## src/hdl/weightStream_consts.svh

```systemverilog
// Sizes are fixed here; WS_DEPTH must be a multiple of WS_FOLD and fit in WS_ADDR_BITS
`ifndef WEIGHTSTREAM_CONSTS_SVH
`define WEIGHTSTREAM_CONSTS_SVH

// Weight memory geometry
`define WS_WIDTH      32
`define WS_DEPTH      16
`define WS_ADDR_BITS  4

// Lane split of one word
`define WS_LANES      4
`define WS_LANE_BITS  8

// Beats summed per result, accumulator width
`define WS_FOLD       4
`define WS_ACC_BITS   20

`endif
```

## src/hdl/weightStreamPkg.sv

```systemverilog
// Types only; widths follow the header, lane 0 sits in the low byte of a word
`include "weightStream_consts.svh"

package weightStreamPkg;

	// --------------------
	// Lane and word types
	// --------------------

	// One signed lane value
	typedef logic signed [`WS_LANE_BITS-1:0] lane_t;

	// Same 32 bits, seen as raw data or as lanes
	// Raw view for host port and memory, lanes view for the MAC
	typedef union packed {
		logic [`WS_WIDTH-1:0] raw;
		lane_t [`WS_LANES-1:0] lanes;
	} weightWord_u;

	// --------------------
	// Accumulation
	// --------------------

	// Running sum and result, wide enough for WS_FOLD beats of four products
	typedef logic signed [`WS_ACC_BITS-1:0] acc_t;

endpackage

```

## src/hdl/cfgIf.sv

```systemverilog
// Host port has no handshake; ce is always taken and rack answers a read two cycles later
`timescale 1ns/100ps

interface cfgIf;

	// Request side
	// One-cycle strobe, write when we is high, read-back otherwise
	logic ce;
	logic we;
	// Byte-free word address, only the low bits reach the memory
	logic [31:0] addr;
	weightStreamPkg::weightWord_u wdata;

	// Response side
	// Single-cycle pulse, rdata valid with it
	logic rack;
	weightStreamPkg::weightWord_u rdata;

	// Driving side, the host or the top-level pins
	modport host (
		output ce,
		output we,
		output addr,
		output wdata,
		input  rack,
		input  rdata
	);

	// Memory side
	modport mem (
		input  ce,
		input  we,
		input  addr,
		input  wdata,
		output rack,
		output rdata
	);

endinterface

```

## src/hdl/weightStreamTop.sv

```systemverilog
// Host port is plain strobes with no handshake; only the low address bits select a word
`timescale 1ns/100ps
`include "weightStream_consts.svh"

module weightStreamTop (
	input  logic clk,
	input  logic rst,

	// Host port
	input  logic cfgCe,
	input  logic cfgWe,
	input  logic [31:0] cfgAddr,
	input  logic [`WS_WIDTH-1:0] cfgWdata,
	output logic cfgRack,
	output logic [`WS_WIDTH-1:0] cfgRdata,

	// Activation input stream
	input  logic actVld,
	output logic actRdy,
	input  logic [`WS_WIDTH-1:0] actData,

	// Result output stream
	output logic resVld,
	input  logic resRdy,
	output logic [`WS_ACC_BITS-1:0] resData
);

	// --------------------
	// Host port bundle
	// --------------------

	cfgIf cfgBus ();

	assign cfgBus.ce = cfgCe;
	assign cfgBus.we = cfgWe;
	assign cfgBus.addr = cfgAddr;
	assign cfgBus.wdata.raw = cfgWdata;
	assign cfgRack = cfgBus.rack;
	assign cfgRdata = cfgBus.rdata.raw;

	// Weight stream between memory and MAC
	logic wVld;
	logic wRdy;
	weightStreamPkg::weightWord_u wData;

	// Activation pins seen as lanes
	weightStreamPkg::weightWord_u actWord;
	assign actWord.raw = actData;

	// --------------------
	// Blocks
	// --------------------

	memStream memStream_inst (
		.clk   (clk),
		.rst   (rst),
		.cfg   (cfgBus.mem),
		.wRdy  (wRdy),
		.wVld  (wVld),
		.wData (wData)
	);

	dotAccumulator dotAccumulator_inst (
		.clk     (clk),
		.rst     (rst),
		.wVld    (wVld),
		.wRdy    (wRdy),
		.wData   (wData),
		.actVld  (actVld),
		.actRdy  (actRdy),
		.actData (actWord),
		.resVld  (resVld),
		.resRdy  (resRdy),
		.resData (resData)
	);

endmodule

```

## src/hdl/dotAccumulator.sv

```systemverilog
// No saturation; the sum wraps at WS_ACC_BITS and both inputs advance only together
`timescale 1ns/100ps
`include "weightStream_consts.svh"

module dotAccumulator (
	input  logic clk,
	input  logic rst,
	input  logic wVld,
	output logic wRdy,
	input  weightStreamPkg::weightWord_u wData,
	input  logic actVld,
	output logic actRdy,
	input  weightStreamPkg::weightWord_u actData,
	output logic resVld,
	input  logic resRdy,
	output weightStreamPkg::acc_t resData
);

	localparam int unsigned FOLD = `WS_FOLD;
	localparam int unsigned CNT_BITS = ($clog2(FOLD) > 0) ? $clog2(FOLD) : 1;

	// Free unless a result sits unread
	logic ready;
	// Both words taken this cycle
	logic beat;
	// Final beat of a group
	logic lastBeat;

	// Beats seen in the current group
	logic [CNT_BITS-1:0] beatCnt;
	// Partial sum of the group
	weightStreamPkg::acc_t acc;
	// Four lane products added up
	weightStreamPkg::acc_t beatSum;
	weightStreamPkg::acc_t accNext;

	// --------------------
	// Handshake
	// --------------------

	assign ready = !(resVld && !resRdy);
	// Each side waits for the other stream
	assign wRdy = actVld && ready;
	assign actRdy = wVld && ready;
	assign beat = wVld && actVld && ready;
	assign lastBeat = (beatCnt == CNT_BITS'(FOLD - 1));

	// --------------------
	// Lane products
	// --------------------

	// Sign-extend lanes before multiplying
	always_comb begin
		beatSum = '0;
		for (int i = 0; i < `WS_LANES; i++) begin
			beatSum = beatSum
				+ weightStreamPkg::acc_t'(wData.lanes[i])
				* weightStreamPkg::acc_t'(actData.lanes[i]);
		end
	end

	assign accNext = acc + beatSum;

	// --------------------
	// Fold and result
	// --------------------

	// Group counter and running sum
	always_ff @(posedge clk) begin
		if (rst) begin
			beatCnt <= '0;
			acc <= '0;
		end else if (beat) begin
			if (lastBeat) begin
				beatCnt <= '0;
				// Start the next group from zero
				acc <= '0;
			end else begin
				beatCnt <= beatCnt + 1'b1;
				acc <= accNext;
			end
		end
	end

	// Result valid one cycle after the last beat, held until taken
	always_ff @(posedge clk) begin
		if (rst)
			resVld <= 1'b0;
		else if (beat && lastBeat)
			resVld <= 1'b1;
		else if (resRdy)
			resVld <= 1'b0;
	end

	// Full group sum
	always_ff @(posedge clk) begin
		if (beat && lastBeat)
			resData <= accNext;
	end

endmodule

```

## src/hdl/memStream.sv

```systemverilog
// Host access always wins over the stream; a blocked stream read is dropped and reissued
`timescale 1ns/100ps
`include "weightStream_consts.svh"

module memStream (
	input  logic clk,
	input  logic rst,
	cfgIf.mem cfg,
	input  logic wRdy,
	output logic wVld,
	output weightStreamPkg::weightWord_u wData
);

	localparam int unsigned DEPTH = `WS_DEPTH;
	localparam int unsigned AW = `WS_ADDR_BITS;

	// Pipeline advance
	logic en;
	// Output blocked by the consumer
	logic backpressure;
	// Host access forces the pipe forward, stream read gets undone
	logic rollback;

	// Pointer history
	// 0 is the next stream address, 1 and 2 follow the two stages
	logic [AW-1:0] ptr0Val;
	logic ptr0Lst;
	logic [AW-1:0] ptr1Val;
	logic ptr1Lst;
	logic [AW-1:0] ptr2Val;
	logic ptr2Lst;

	// Pointer that the next stream read is based on
	logic [AW-1:0] ptrEffVal;
	logic ptrEffLst;
	logic [AW-1:0] ptrNxtVal;
	logic ptrNxtLst;

	// Stage one op flags and write data
	logic wr1;
	logic rb1;
	logic rs1;
	logic [`WS_WIDTH-1:0] data1;

	// Stage two designation and read data
	logic rb2;
	logic rs2;
	weightStreamPkg::weightWord_u rdOut;

	// Weight storage
	logic [`WS_WIDTH-1:0] mem [DEPTH];

	// --------------------
	// Stream pointer
	// --------------------

	// After a rollback, restart from the word that was blocked at the output
	assign ptrEffVal = rollback ? ptr2Val : ptr0Val;
	assign ptrEffLst = rollback ? ptr2Lst : ptr0Lst;

	// Counter with last flag computed a cycle ahead
	always_comb begin
		if (cfg.ce) begin
			// Host takes the slot, no advance
			ptrNxtVal = ptrEffVal;
			ptrNxtLst = ptrEffLst;
		end else if (ptrEffLst) begin
			// Wrap to address 0
			ptrNxtVal = '0;
			ptrNxtLst = (DEPTH < 2);
		end else begin
			ptrNxtVal = ptrEffVal + 1'b1;
			ptrNxtLst = (ptrEffVal == AW'(DEPTH - 2));
		end
	end

	always_ff @(posedge clk) begin
		if (rst) begin
			ptr0Val <= '0;
			ptr0Lst <= (DEPTH < 2);
		end else if (en) begin
			ptr0Val <= ptrNxtVal;
			ptr0Lst <= ptrNxtLst;
		end
	end

	// --------------------
	// Stage one, op select
	// --------------------

	// Host first, stream read in every free cycle
	always_ff @(posedge clk) begin
		if (rst) begin
			wr1 <= 1'b0;
			rb1 <= 1'b0;
			rs1 <= 1'b0;
		end else if (en) begin
			wr1 <= cfg.ce && cfg.we;
			rb1 <= cfg.ce && !cfg.we;
			rs1 <= !cfg.ce;
		end
	end

	// Address and write word for the memory stage
	always_ff @(posedge clk) begin
		if (en) begin
			data1 <= cfg.wdata.raw;
			if (cfg.ce) begin
				ptr1Val <= cfg.addr[AW-1:0];
				// Host addresses never feed the counter back
				ptr1Lst <= 1'b0;
			end else begin
				ptr1Val <= ptrEffVal;
				ptr1Lst <= ptrEffLst;
			end
		end
	end

	// --------------------
	// Stage two, memory
	// --------------------

	// Read and write never in the same cycle
	always_ff @(posedge clk) begin
		if (en) begin
			if (wr1)
				mem[ptr1Val] <= data1;
			else
				rdOut.raw <= mem[ptr1Val];
		end
	end

	// Mark what the read data is for
	always_ff @(posedge clk) begin
		if (rst) begin
			rb2 <= 1'b0;
			rs2 <= 1'b0;
		end else if (en) begin
			rb2 <= rb1;
			// Stream read is discarded when rolled back
			rs2 <= rs1 && !rollback;
		end
	end

	// Address of the word now at the output, needed for rollback
	always_ff @(posedge clk) begin
		if (en) begin
			ptr2Val <= ptr1Val;
			ptr2Lst <= ptr1Lst;
		end
	end

	// --------------------
	// Outputs and control
	// --------------------

	assign cfg.rack = rb2;
	assign cfg.rdata = rdOut;

	assign wVld = rs2;
	assign wData = rdOut;

	assign backpressure = rs2 && !wRdy;
	// Pending host op in either stage overrides the stall
	assign rollback = backpressure && (rb1 || cfg.ce);
	assign en = !backpressure || rb1 || cfg.ce;

endmodule

```

## config.mk

```make
export PLATFORM = sky130hd
export DESIGN_NAME = weightStreamTop
export DESIGN_NICKNAME = d
export VERILOG_FILES = /design/src/hdl/weightStreamPkg.sv /design/src/hdl/cfgIf.sv /design/src/hdl/weightStreamTop.sv /design/src/hdl/dotAccumulator.sv /design/src/hdl/memStream.sv
export VERILOG_INCLUDE_DIRS = /design/src /design/src/hdl
export SDC_FILE = /design/constraint.sdc
export NUM_CORES = 1
export LEC_CHECK = 0
export BUFFER_PORTS_ARGS = -buffer_cell sky130_fd_sc_hd__buf_2
export CAP_MARGIN = 40
export CORE_MARGIN = 4
export CORE_UTILIZATION = 40
export DETAILED_ROUTE_END_ITERATION = 6
export GPL_ROUTABILITY_DRIVEN = 0
export PLACE_DENSITY_LB_ADDON = 0.2
export SKIP_CTS_REPAIR_TIMING = 1
export SYNTH_ARGS = -nofsm -noshare
export SYNTH_HDL_FRONTEND = slang
export SYNTH_HIERARCHICAL = 1
export SYNTH_SLANG_ARGS = --single-unit
```

## constraint.sdc

```tcl
create_clock -name clk -period 11.2 [get_ports clk]
set_clock_uncertainty 0.1 [all_clocks]
set_input_delay 0 -clock clk [delete_from_list [all_inputs] [get_ports clk]]
set_output_delay 0 -clock clk [all_outputs]
set_load 0.005 [all_outputs]
```

Word-level counts from Yosys, hierarchy flattened
Memories as Yosys holds them, arrays and structs flattened. A register that Yosys moved wholly into a read port is not among the register bits.
Index checks and enable logic that the tools add are counted.

operators by class
  reductions and logical operators = 23
  add/sub/neg operators = 6
  mux-type cells = 14
  $mul = 4
  equality and inequality tests = 2
  bitwise gates (word level) = 1

operators with widths
  operator               count
  $add A20 B20 Y20       4
  $mul A8 B8 Y16         4
  $mux W20               1
  $mux W4                4
  $logic_and A1 B1 Y1    11
  $mux W1                8
  $logic_not A1 Y1       7
  $add A4 B1 Y4 const B  1
  $eq A4 B4 Y1 const B   1
  $logic_or A1 B1 Y1     3
  $add A2 B1 Y2 const B  1
  $eq A2 B2 Y1 const B   1
  $mux W2                1
  $reduce_and A2 Y1      1
  $reduce_bool A2 Y1     1
  $not A1 Y1             1

storage, ports and cells
  flip-flop bits (word level) = 95
  word-level logic and storage cells = 67
  RAM bits = 512
  output and inout port bits = 55
  memories kept = 1

memory list
  name                words  width  read ports  clocked after memory_dff  write ports  line             text
  memStream_inst.mem  16     32     1           1                         1            memStream.sv:51  logic [`WS_WIDTH-1:0] mem [DEPTH];

Depth between registers and ports, before layout
Gate-level depths: netlist of the first run.

  depth after elaboration = 11
  gate-level depth with buffers = 38

By module
Netlist of the first run, hierarchy kept.

by module, submodules not included
  module          area each (um^2)  cells an instance  sequential area each (um^2)  instances
  memStream       22,460.3          1,012              17,797.1                     1
  dotAccumulator  13,421.6          1,364              1,061.0                      1

Worst setup path before layout of the first run
Ideal clock, no wire load.

  path type = register to register
  from = register memStream_inst.rdOut, in the netlist memStream_inst/cfg.rdata[15], read port of memStream_inst.mem
  to = register dotAccumulator_inst.acc[19]
  period minus slack after synthesis = 8.589 ns
  arrival = 8.415 ns
  slack = 2.611 ns
  path buffers = 1
  setup time = 0.074 ns
  cell stages (with the launch flop) = 32
  path through = edfxtp_1 -> buf_4 -> and2_1 -> inv_1 -> fa_1 -> fa_1 -> inv_1 -> fa_1 -> fa_1 -> fa_1 -> fa_1 -> fa_1 -> inv_1 -> fa_1 -> inv_1 -> ha_1 -> and3_1 -> a221oi_2 -> a21o_1 -> a21boi_0 -> nor2_1 -> xnor2_1 -> ha_1 -> a21o_1 -> a21o_1 -> or4_1 -> o21ai_2 -> o21ai_1 -> a31oi_1 -> xor2_1 -> or4_1 -> a31oi_1

on the way
  cells in the longest elaborated chain, start to end = 6

ends and longest elaborated chain
  item                            line                  text
  from (decl)                     memStream.sv:48       weightStreamPkg::weightWord_u rdOut;
  $mul A8 B8 Y16                  dotAccumulator.sv:58  * weightStreamPkg::acc_t'(actData.lanes[i]);
  $add A20 B20 Y20 (3 in series)  dotAccumulator.sv:57  + weightStreamPkg::acc_t'(wData.lanes[i])
  $add A20 B20 Y20                dotAccumulator.sv:62  assign accNext = acc + beatSum;
  $mux W20                        dotAccumulator.sv:74  if (lastBeat) begin
  to (signal assigned)            dotAccumulator.sv:80  acc <= accNext;
  to (decl)                       dotAccumulator.sv:32  weightStreamPkg::acc_t acc;

Every way passes these cells.
A chain may end at the register's enable or synchronous reset.

Worst setup path after layout of the first run
Same ends and word-level chain as after synthesis.

==> flow_summary.ini, run 1 <==
[grt]
grt_usage = 0.179
grt_pass1_wl_um = 128000
gr-total-overflow = 0
grt_max_degree = 53
first_global_vias = 21115
antenna_found_initial = 4

[sta]
grt_setup_unrepaired = false
setup_viol = 0
finalMaxSlewViolations = 0
setup_slack_ps = 1870
fin_crit_sh = 0.833
tightest_slew_ps = 800
tns_ps = 0
hold_viol_final = 0
fmax_mhz = 107
period_needed_ps = 9330
max_slew_margin = 0.464

[critical_path]
slowest_delay_ps = 550
path_class = register to register
required_ps = 11630
critical_path_buf_inv_count = 4
crit_path_end_kind = register
path_delay_family = adder cells
critPathMaxFanout = 9
startpoint_type = register
cp_slowest_cell = fa_1
cp.arrival_ps = 9760
cp_common_cell = fa_1

[drt]
drtPass1Iterations = 5
ant_nets = 0
viasPerCell = 5.14
wl_um = 82300
initialDrtViolationCount = 1071
vias = 19531
drcViolationCount = 0
wire_per_inst_um = 21.7

[placed_design]
post_dp_cell_area_um2 = 37900
io_buffers = 128
dp_hpwl_um = 56100
post-place-ws_ps = 1780

[cells_and_area]
final_common_cell = edfxtp_1
drive_gt1_frac = 0.161
layout.nets = 3129
synthToLayoutAreaGrowth_pct = 13.5
design_area_um2 = 40700
layout_common_cells = edfxtp_1, inv_1, fa_1, nand2_1, and2_1
finish.utilization = 0.459

[floorplan]
die_h_um = 308
rows = 109
fp.dieW_um = 308
io_pins = 157
die-area_um2 = 94600
initial_core_util = 0.405
core_area_um2 = 88600

[yosys]
synthArstFlopShare = 0
ys_seq_area_frac = 0.526
synth_edf_count = 606
synthFlopType = edfxtp_1
synthDistinctLibCells = 68
synth_nets = 2925
netlist_area_um2 = 35900
ys_ff_latch = 639
syn_avg_cell_area_um2 = 15.1
syn_inst = 2376
yosysWarningCount = 6

[clocking]
numCtsBuffers = 70
cts-root-buf = clkbuf_16
htreeDepth = 3
cts_sinks = 639
clock_path_buffers = 3
cts_tree = yes
insertion_delay_ps = 610
clk_pin_slew_worst_paths_ps = 60

[job]
cap_violations = 0

[outcome]
status = finished, final reports clean

[min_path]
hold_class = input port to register
[cell type report]
class	count	area (um^2)
Sequential cell	639	18900
Tap cell	1165	1460
Fill cell	7880	47900
Antenna cell	1	2.50
Timing Repair Buffer	228	1650
Inverter	391	1470
Clock inverter	35	288
Multi-Input combinational cell	1250	15100
Clock buffer	90	1880
[kinds of logic after synthesis]
kind of cell	share of synthesized area
XOR/XNOR	0.0105
buffers and inverters	0.0572
flip-flops	0.526
AND/OR/NAND/NOR	0.0635
AO/OA/AOI/OAI	0.0355
multiplexers	0.0834
adder cells (fa/ha/maj)	0.224
[stage by stage]
step | hold WS [ps] | instances
final | 2.17 | 3799
after global routing | 1.41 | 3798
after CTS | -579 | 3735
after detailed placement | 78.1 | 3610
after global placement | 78.6 | 3603
after floorplan | -23.2 | 2376
[path summary, 6_finish.rpt]
path | slack [ps] | from | end | cells past startpoint
hold reg to reg | 320 | memStream_inst/ptr1Lst | memStream_inst/ptr2Lst | 0
setup reg to reg | 1870 | memStream_inst/cfg.rdata[15] | dotAccumulator_inst/acc[19] | 30
setup / recovery | 1870 | memStream_inst/cfg.rdata[15] | dotAccumulator_inst/acc[19] | 30
hold / removal | 2 | cfgWdata[10] | memStream_inst/data1[10] | 2
[worst reg2reg max path, delay by kind of cell, from the launching register on]
kind / cells / cell delay [ps]
adders and majority gates: 10 / 4650
AOI/OAI and AO/OA: 9 / 1770
DFF: 1 / 510
buffers and inverters: 4 / 270
xor gates and xnor gates: 2 / 300
and+or+nand+nor: 5 / 1690
[routing by layer]
| layer | track usage | vias up | routed length (um) |
|---|---|---|---|
| met2 | 0.327 | 442 | 44000 |
| li1 | - | 8639 | - |
| met4 | 0.0479 | 0 | 1820 |
| met1 | 0.226 | 10342 | 33100 |
| met3 | 0.0239 | 108 | 3410 |
| met5 | 0 | - | 0 |
[flip-flops by register name, indices dropped and copies added (netlist names)]
register	count
dotAccumulator_inst/beatCnt	2
memStream_inst/wVld	1
memStream_inst/rs1	1
memStream_inst/cfg.rack	1
dotAccumulator_inst/acc	20
memStream_inst/ptr1Val	4
memStream_inst/ptr0Val	4
memStream_inst/ptr2Lst	1
memStream_inst/cfg.rdata	32
dotAccumulator_inst/resVld	1
memStream_inst/wr1	1
memStream_inst/ptr2Val	4
memStream_inst/rb1	1
memStream_inst/ptr1Lst	1
memStream_inst/ptr0Lst	1
memStream_inst/data1	32
memStream_inst/mem	512
dotAccumulator_inst/resData	20
[synthesized netlist by cell type, types with 2 or more instances]
| cell | number | area, um^2 |
|---|---|---|
| edfxtp_1 | 606 | 18200 |
| inv_1 | 391 | 1470 |
| fa_1 | 327 | 6550 |
| nand2_1 | 142 | 533 |
| and2_1 | 139 | 870 |
| mux4_2 | 128 | 2880 |
| ha_1 | 120 | 1500 |
| a22oi_1 | 78 | 586 |
| nor2_1 | 62 | 233 |
| clkbuf_1 | 37 | 139 |
| dfxtp_1 | 33 | 661 |
| xnor2_1 | 33 | 289 |
| a21oi_1 | 32 | 160 |
| buf_4 | 32 | 240 |
| nand2b_1 | 24 | 150 |
| o21ai_0 | 18 | 90.1 |
| nor3_1 | 17 | 85.1 |
| buf_2 | 15 | 75.1 |
| nor2b_1 | 15 | 93.8 |
| a21o_1 | 11 | 82.6 |
| mux2i_1 | 10 | 100 |
| xor2_1 | 10 | 87.6 |
| buf_6 | 9 | 101 |
| nand3b_1 | 9 | 67.6 |
| a31oi_1 | 5 | 31.3 |
| nand3_1 | 5 | 25.0 |
| or4_1 | 5 | 37.5 |
| nand4b_1 | 4 | 35.0 |
| a21boi_0 | 3 | 22.5 |
| and3_1 | 3 | 18.8 |
| nor3b_1 | 3 | 22.5 |
| o211ai_1 | 3 | 22.5 |
| o32ai_1 | 3 | 26.3 |
| a211oi_1 | 2 | 15.0 |
| a21o_2 | 2 | 17.5 |
| nand4_1 | 2 | 12.5 |
| o2111a_1 | 2 | 22.5 |
| o21a_1 | 2 | 15.0 |
| o21ai_2 | 2 | 17.5 |
| o21bai_1 | 2 | 15.0 |
| o22a_1 | 2 | 17.5 |
| or2_2 | 2 | 12.5 |
Power of run 1 is left out: the tool's default activity adds up to more than one toggle a clock period on the data nets, which glitch-free logic cannot reach.
==> inputs of run 2 (changes only) <==
ABC_AREA = 1   (was default)
clock period = 7.7 ns   (was 11.2 ns; I/O delays follow)
==> run 2 against run 1 <==
  * The run now ends with negative hold slack, negative setup slack left
  * Utilization is 1.8 points higher
  * Sequential share of layout area is 1.9 points lower
  * Hold slack worse by 8.1 ps
  * Sequential cell count stayed put
  * Critical path type unchanged
==> flow_summary.ini, run 2 <==
[outcome]
status = complete, but fails checks
violations = negative hold slack, negative setup slack

[drt]
initialDrtViolationCount = 1646
ant_nets = 0
wire_per_inst_um = 20.5
vias = 23084
drcViolationCount = 0
viasPerCell = 5.09
wl_um = 93000
drtPass1Iterations = 5

[yosys]
yosysTopAreaCellShare = 0.505
synth_area_leader_cell = edfxtp_1
synthArstFlopShare = 0
synthFlopType = edfxtp_1
synthDistinctLibCells = 43
synth_edf_count = 606
synth_compound_area_frac = 0.0834
synth_nets = 3575
ys_seq_area_frac = 0.523
synth-simple-area-share = 0.0779
netlist_area_um2 = 36100
yosysWarningCount = 6
syn_avg_cell_area_um2 = 11.9
yosys-top-cells-area = edfxtp_1, fa_1, inv_1
synth.most_common_cell = edfxtp_1
synth_common_cells = edfxtp_1, inv_1, nand2_1
syn_inst = 3026
synth_top_family_by_area = adder cells
synth_xor_area_frac = 0.00729
synth.area.mux_share = 0
synth_fa_ha_area_frac = 0.223
ys_ff_latch = 639

[sta]
fin_hold_ws_ps = -5.98
period_needed_ps = 8020
hold_viol_final = 3
max_slew_margin = 0.452
setup_viol = 14
setup_slack_ps = -323
grt_setup_unrepaired = true
fmax_mhz = 125
fin_crit_sh = 1.04
finalMaxSlewViolations = 0
tightest_slew_ps = 822

[critical_path]
worstReg2RegEnd = dotAccumulator_inst/acc[18]
cp-startpoint = memStream_inst/cfg.rdata[25]
startpoint_type = register
crit_path_end_kind = register
cp_slowest_cell = edfxtp_1
reg2reg_slack_ps = -320
rr_startpoint = memStream_inst/cfg.rdata[25]
required_ps = 8140
slowest_delay_ps = 550
critPathMaxFanout = 4
cp-endpoint = dotAccumulator_inst/acc[18]
cp_common_cell = fa_1
cp.arrival_ps = 8460
path_class = register to register
ff2ff_path_depth = 34

[clocking]
clock_path_buffers = 3
cts_tree = yes
numCtsBuffers = 69
clk_pin_slew_worst_paths_ps = 60
htreeDepth = 3
insertion_delay_ps = 620
cts-root-buf = clkbuf_16
cts_sinks = 639

[cells_and_area]
largest_reg_flops = 512
final_common_cell = edfxtp_1
multi_input_area_um2 = 14800
regArea_um2 = 18900
top_register = memStream_inst/mem
layout.nets = 3871
layout_common_cells = edfxtp_1, inv_1, nand2_1, fa_1, a22oi_1
synthToLayoutAreaGrowth_pct = 17.7
num-fill-cells = 7983
drive_gt1_frac = 0.169

[grt]
antenna_found_initial = 2
grt_max_degree = 130
first_global_vias = 24105
gr-total-overflow = 0
grt_pass1_wl_um = 141000
grt_usage = 0.196

[floorplan]
fp.dieW_um = 308
core_area_um2 = 88900
initial_core_util = 0.406
die-area_um2 = 95000
rows = 109
io_pins = 157
die_h_um = 308

[min_path]
whs_path_depth = 2
min_from = cfgWdata[11]
hold_class = input port to register

[job]
cap_violations = 0

[placed_design]
io_buffers = 128
post-place-ws_ps = -548
dp_hpwl_um = 62800
run 2: cell types whose count changed after synthesis, sizes merged, moves of 27 or more:
cell / delta
a21oi: +123
a22oi: +180
and2: -138
buf: +27
clkbuf: +48
inv: +202
mux4: -128
nand2: +367
nand3: +30
run 2: critical path, delay by kind of cell (launching register included):
family | cells | cell delay (ps)
adder cells (fa/ha/maj) | 10 | 4560
AO/OA/AOI/OAI | 5 | 800
flip-flops | 1 | 550
buffers and inverters | 7 | 580
XOR/XNOR | 2 | 330
AND/OR/NAND/NOR | 10 | 990
run 2: how the worst min path moves through the flow:
stage,slack [ps],endpoint
global placement,80,memStream_inst/data1[12]
global route,1,memStream_inst/data1[0]
CTS,-580,memStream_inst/data1[12]
floorplan,-20,memStream_inst/rb1
detailed placement,80,memStream_inst/data1[12]
finish,-6,memStream_inst/data1[11]
run 2: layer usage:
layer,track usage,vias to the layer above,part of all wire
met2,0.351,645,0.52
met5,0,-,0
met1,0.243,11754,0.40
met4,0.0613,0,0.027
met3,0.0341,143,0.058
li1,-,10542,-
run 2: final cells by class:
type	instances	share of cell area
Inverter	594	0.0526
Timing Repair Buffer	395	0.0686
Clock inverter	38	0.00863
Antenna cell	1	0.0000589
Clock buffer	83	0.0431
Multi-Input combinational cell	1623	0.348
Tap cell	1165	0.0343
Sequential cell	639	0.444
run 2: stage by stage:
step	TNS [ps]	instances	hold slack, ps	area (um^2)	util
floorplan	-23.4	3026	-20.7	36100	-
finish	-1730	4538	-5.98	42500	0.477
global placement	-5150	4319	77.4	38800	0.436
detailed placement	-8040	4324	78.8	38900	0.437
CTS	-8890	4445	-582	41100	0.462
global route	-8190	4538	1.23	42500	0.477
run 2: cells by family (layout without fill, tap and decap cells):
kind of cell / count (synthesis) / count (layout)
adders and majority gates: 447 / 447
buffers and inverters: 764 / 1110
other: 0 / 1
xor gates and xnor gates: 30 / 30
and+or+nand+nor: 688 / 688
AOI/OAI and AO/OA: 458 / 458
DFF: 639 / 639
Power of run 2 is left out for the same reason.
==> inputs of run 3 (changes only) <==
BUFFER_PORTS_ARGS = default   (was -buffer_cell sky130_fd_sc_hd__buf_2)
DONT_BUFFER_PORTS = 1   (was default)
SLEW_MARGIN = 20   (was default)
==> run 3 against run 2 <==
  * The flow still finishes with violations (negative hold slack, negative setup slack)
  * First-iteration DRC count down 14%
  * Wire length up 0.70%
  * Cell count down 2.2%
  * Utilization down 0.28 points
  * Sequential share of layout area up 0.26 points
  * Global-route usage up 0.17 points
  * Register-to-register slack better by 120 ps
  * Via count down 1.9%
  * Final area down 0.59%
==> flow_summary.ini, run 3 (same netlist as run 2, synthesis figures left out) <==
[outcome]
status = complete, but fails checks
violations = negative hold slack, negative setup slack

[job]
cap_violations = 0

[cells_and_area]
layout_common_cells = edfxtp_1, inv_1, nand2_1, fa_1, a22oi_1
top_register = memStream_inst/mem
synthToLayoutAreaGrowth_pct = 17.0
drive_gt1_frac = 0.149
regArea_um2 = 18900
final_common_cell = edfxtp_1
layout.nets = 3770
num-fill-cells = 7953
finalNonFillerCells = 4440
multi_input_area_um2 = 14900
largest_reg_flops = 512
finish.utilization = 0.475
num_antenna_cells = 0

[sta]
fin_crit_sh = 1.03
grt_setup_unrepaired = true
max_slew_margin = 0.424
hold_viol_final = 1
tns_ps = -1310
setup_viol = 11
fin_hold_ws_ps = -13.5
tightest_slew_ps = 864
finalMaxSlewViolations = 0
period_needed_ps = 7900
setup_slack_ps = -200
fmax_mhz = 127

[floorplan]
initial_core_util = 0.406
core_area_um2 = 88900
die-area_um2 = 95000
die_h_um = 308
fp.dieW_um = 308
io_pins = 157
rows = 109

[critical_path]
rr_startpoint = memStream_inst/cfg.rdata[15]
cp-endpoint = dotAccumulator_inst/resData[18]
startpoint_type = register
crit_path_end_kind = register
path_class = register to register
crit_cells = 30
slowest_delay_ps = 590
critPathMaxFanout = 5
cp-startpoint = memStream_inst/cfg.rdata[15]
cp_common_cell = fa_1
cp_slowest_cell = fa_1
cp.arrival_ps = 8180
reg2reg_slack_ps = -200
path_delay_family = adder cells
required_ps = 7980
ff2ff_path_depth = 30
critical_path_buf_inv_count = 8
worstReg2RegEnd = dotAccumulator_inst/resData[18]

[clocking]
clk_pin_slew_worst_paths_ps = 60
cts_tree = yes
clock_path_buffers = 3
numCtsBuffers = 71
htreeDepth = 3
insertion_delay_ps = 630
cts_sinks = 639
cts-root-buf = clkbuf_16

[drt]
drcViolationCount = 0
ant_nets = 0
initialDrtViolationCount = 1409
drtPass1Iterations = 5
wl_um = 93600
wire_per_inst_um = 21.1
viasPerCell = 5.10
vias = 22648

[grt]
grt_pass1_wl_um = 142000
gr-total-overflow = 0
grt_max_degree = 61
antenna_found_initial = 2
grt_usage = 0.198
first_global_vias = 23317

[placed_design]
post-place-ws_ps = -744
dp_hpwl_um = 61100
io_buffers = 0
dp.cells = 4209

[min_path]
min_from = actData[8]
hold_class = input port to register
-- run 3: cell count changes in the layout (fill, tap and decap cells not counted), sizes merged --
cell	previous run	this run
clkbuf	83	90
buf	332	217
dlygate4sd3	63	75
diode	1	0
inv	595	596
bufinv	4	3
clkinvlp	2	3
clkinv	31	29
-- run 3: layout make-up --
type | count | area share
Clock buffer | 90 | 0.0445
Clock inverter | 37 | 0.00750
Inverter | 594 | 0.0531
Multi-Input combinational cell | 1623 | 0.353
Sequential cell | 639 | 0.447
Tap cell | 1165 | 0.0345
Timing Repair Buffer | 292 | 0.0601
-- run 3: worst min path at each step --
stage	endpoint	depth (start not counted)
final	dotAccumulator_inst/resData[0]	5
after detailed placement	dotAccumulator_inst/acc[12]	1
after CTS	dotAccumulator_inst/acc[17]	1
after floorplan	memStream_inst/rb1	1
after global routing	dotAccumulator_inst/resData[0]	5
after global placement	memStream_inst/ptr0Val[3]	1
-- run 3: stage by stage --
| step | cell area [um^2] | hold slack (ps) |
|---|---|---|
| after floorplan | 36100 | -20.7 |
| after detailed placement | 38300 | -19.5 |
| final | 42200 | -13.5 |
| after CTS | 40500 | -700 |
| after global placement | 38200 | -25.9 |
| after global routing | 42200 | 14.5 |
-- run 3: routing by layer --
layer	vias up	routed length, um	GRT usage	part of all wire
met3	124	5050	0.0356	0.054
li1	10346	-	-	-
met1	11582	38500	0.253	0.41
met4	0	1980	0.0480	0.021
met2	596	48000	0.350	0.51
met5	-	0	0	0
-- run 3: worst min-delay path: cells and delay by family --
kind,cells,cell delay [ps]
fa+ha+maj,3,460
buf+inv,1,80
simple gates,1,40
Power of run 3 is left out for the same reason.
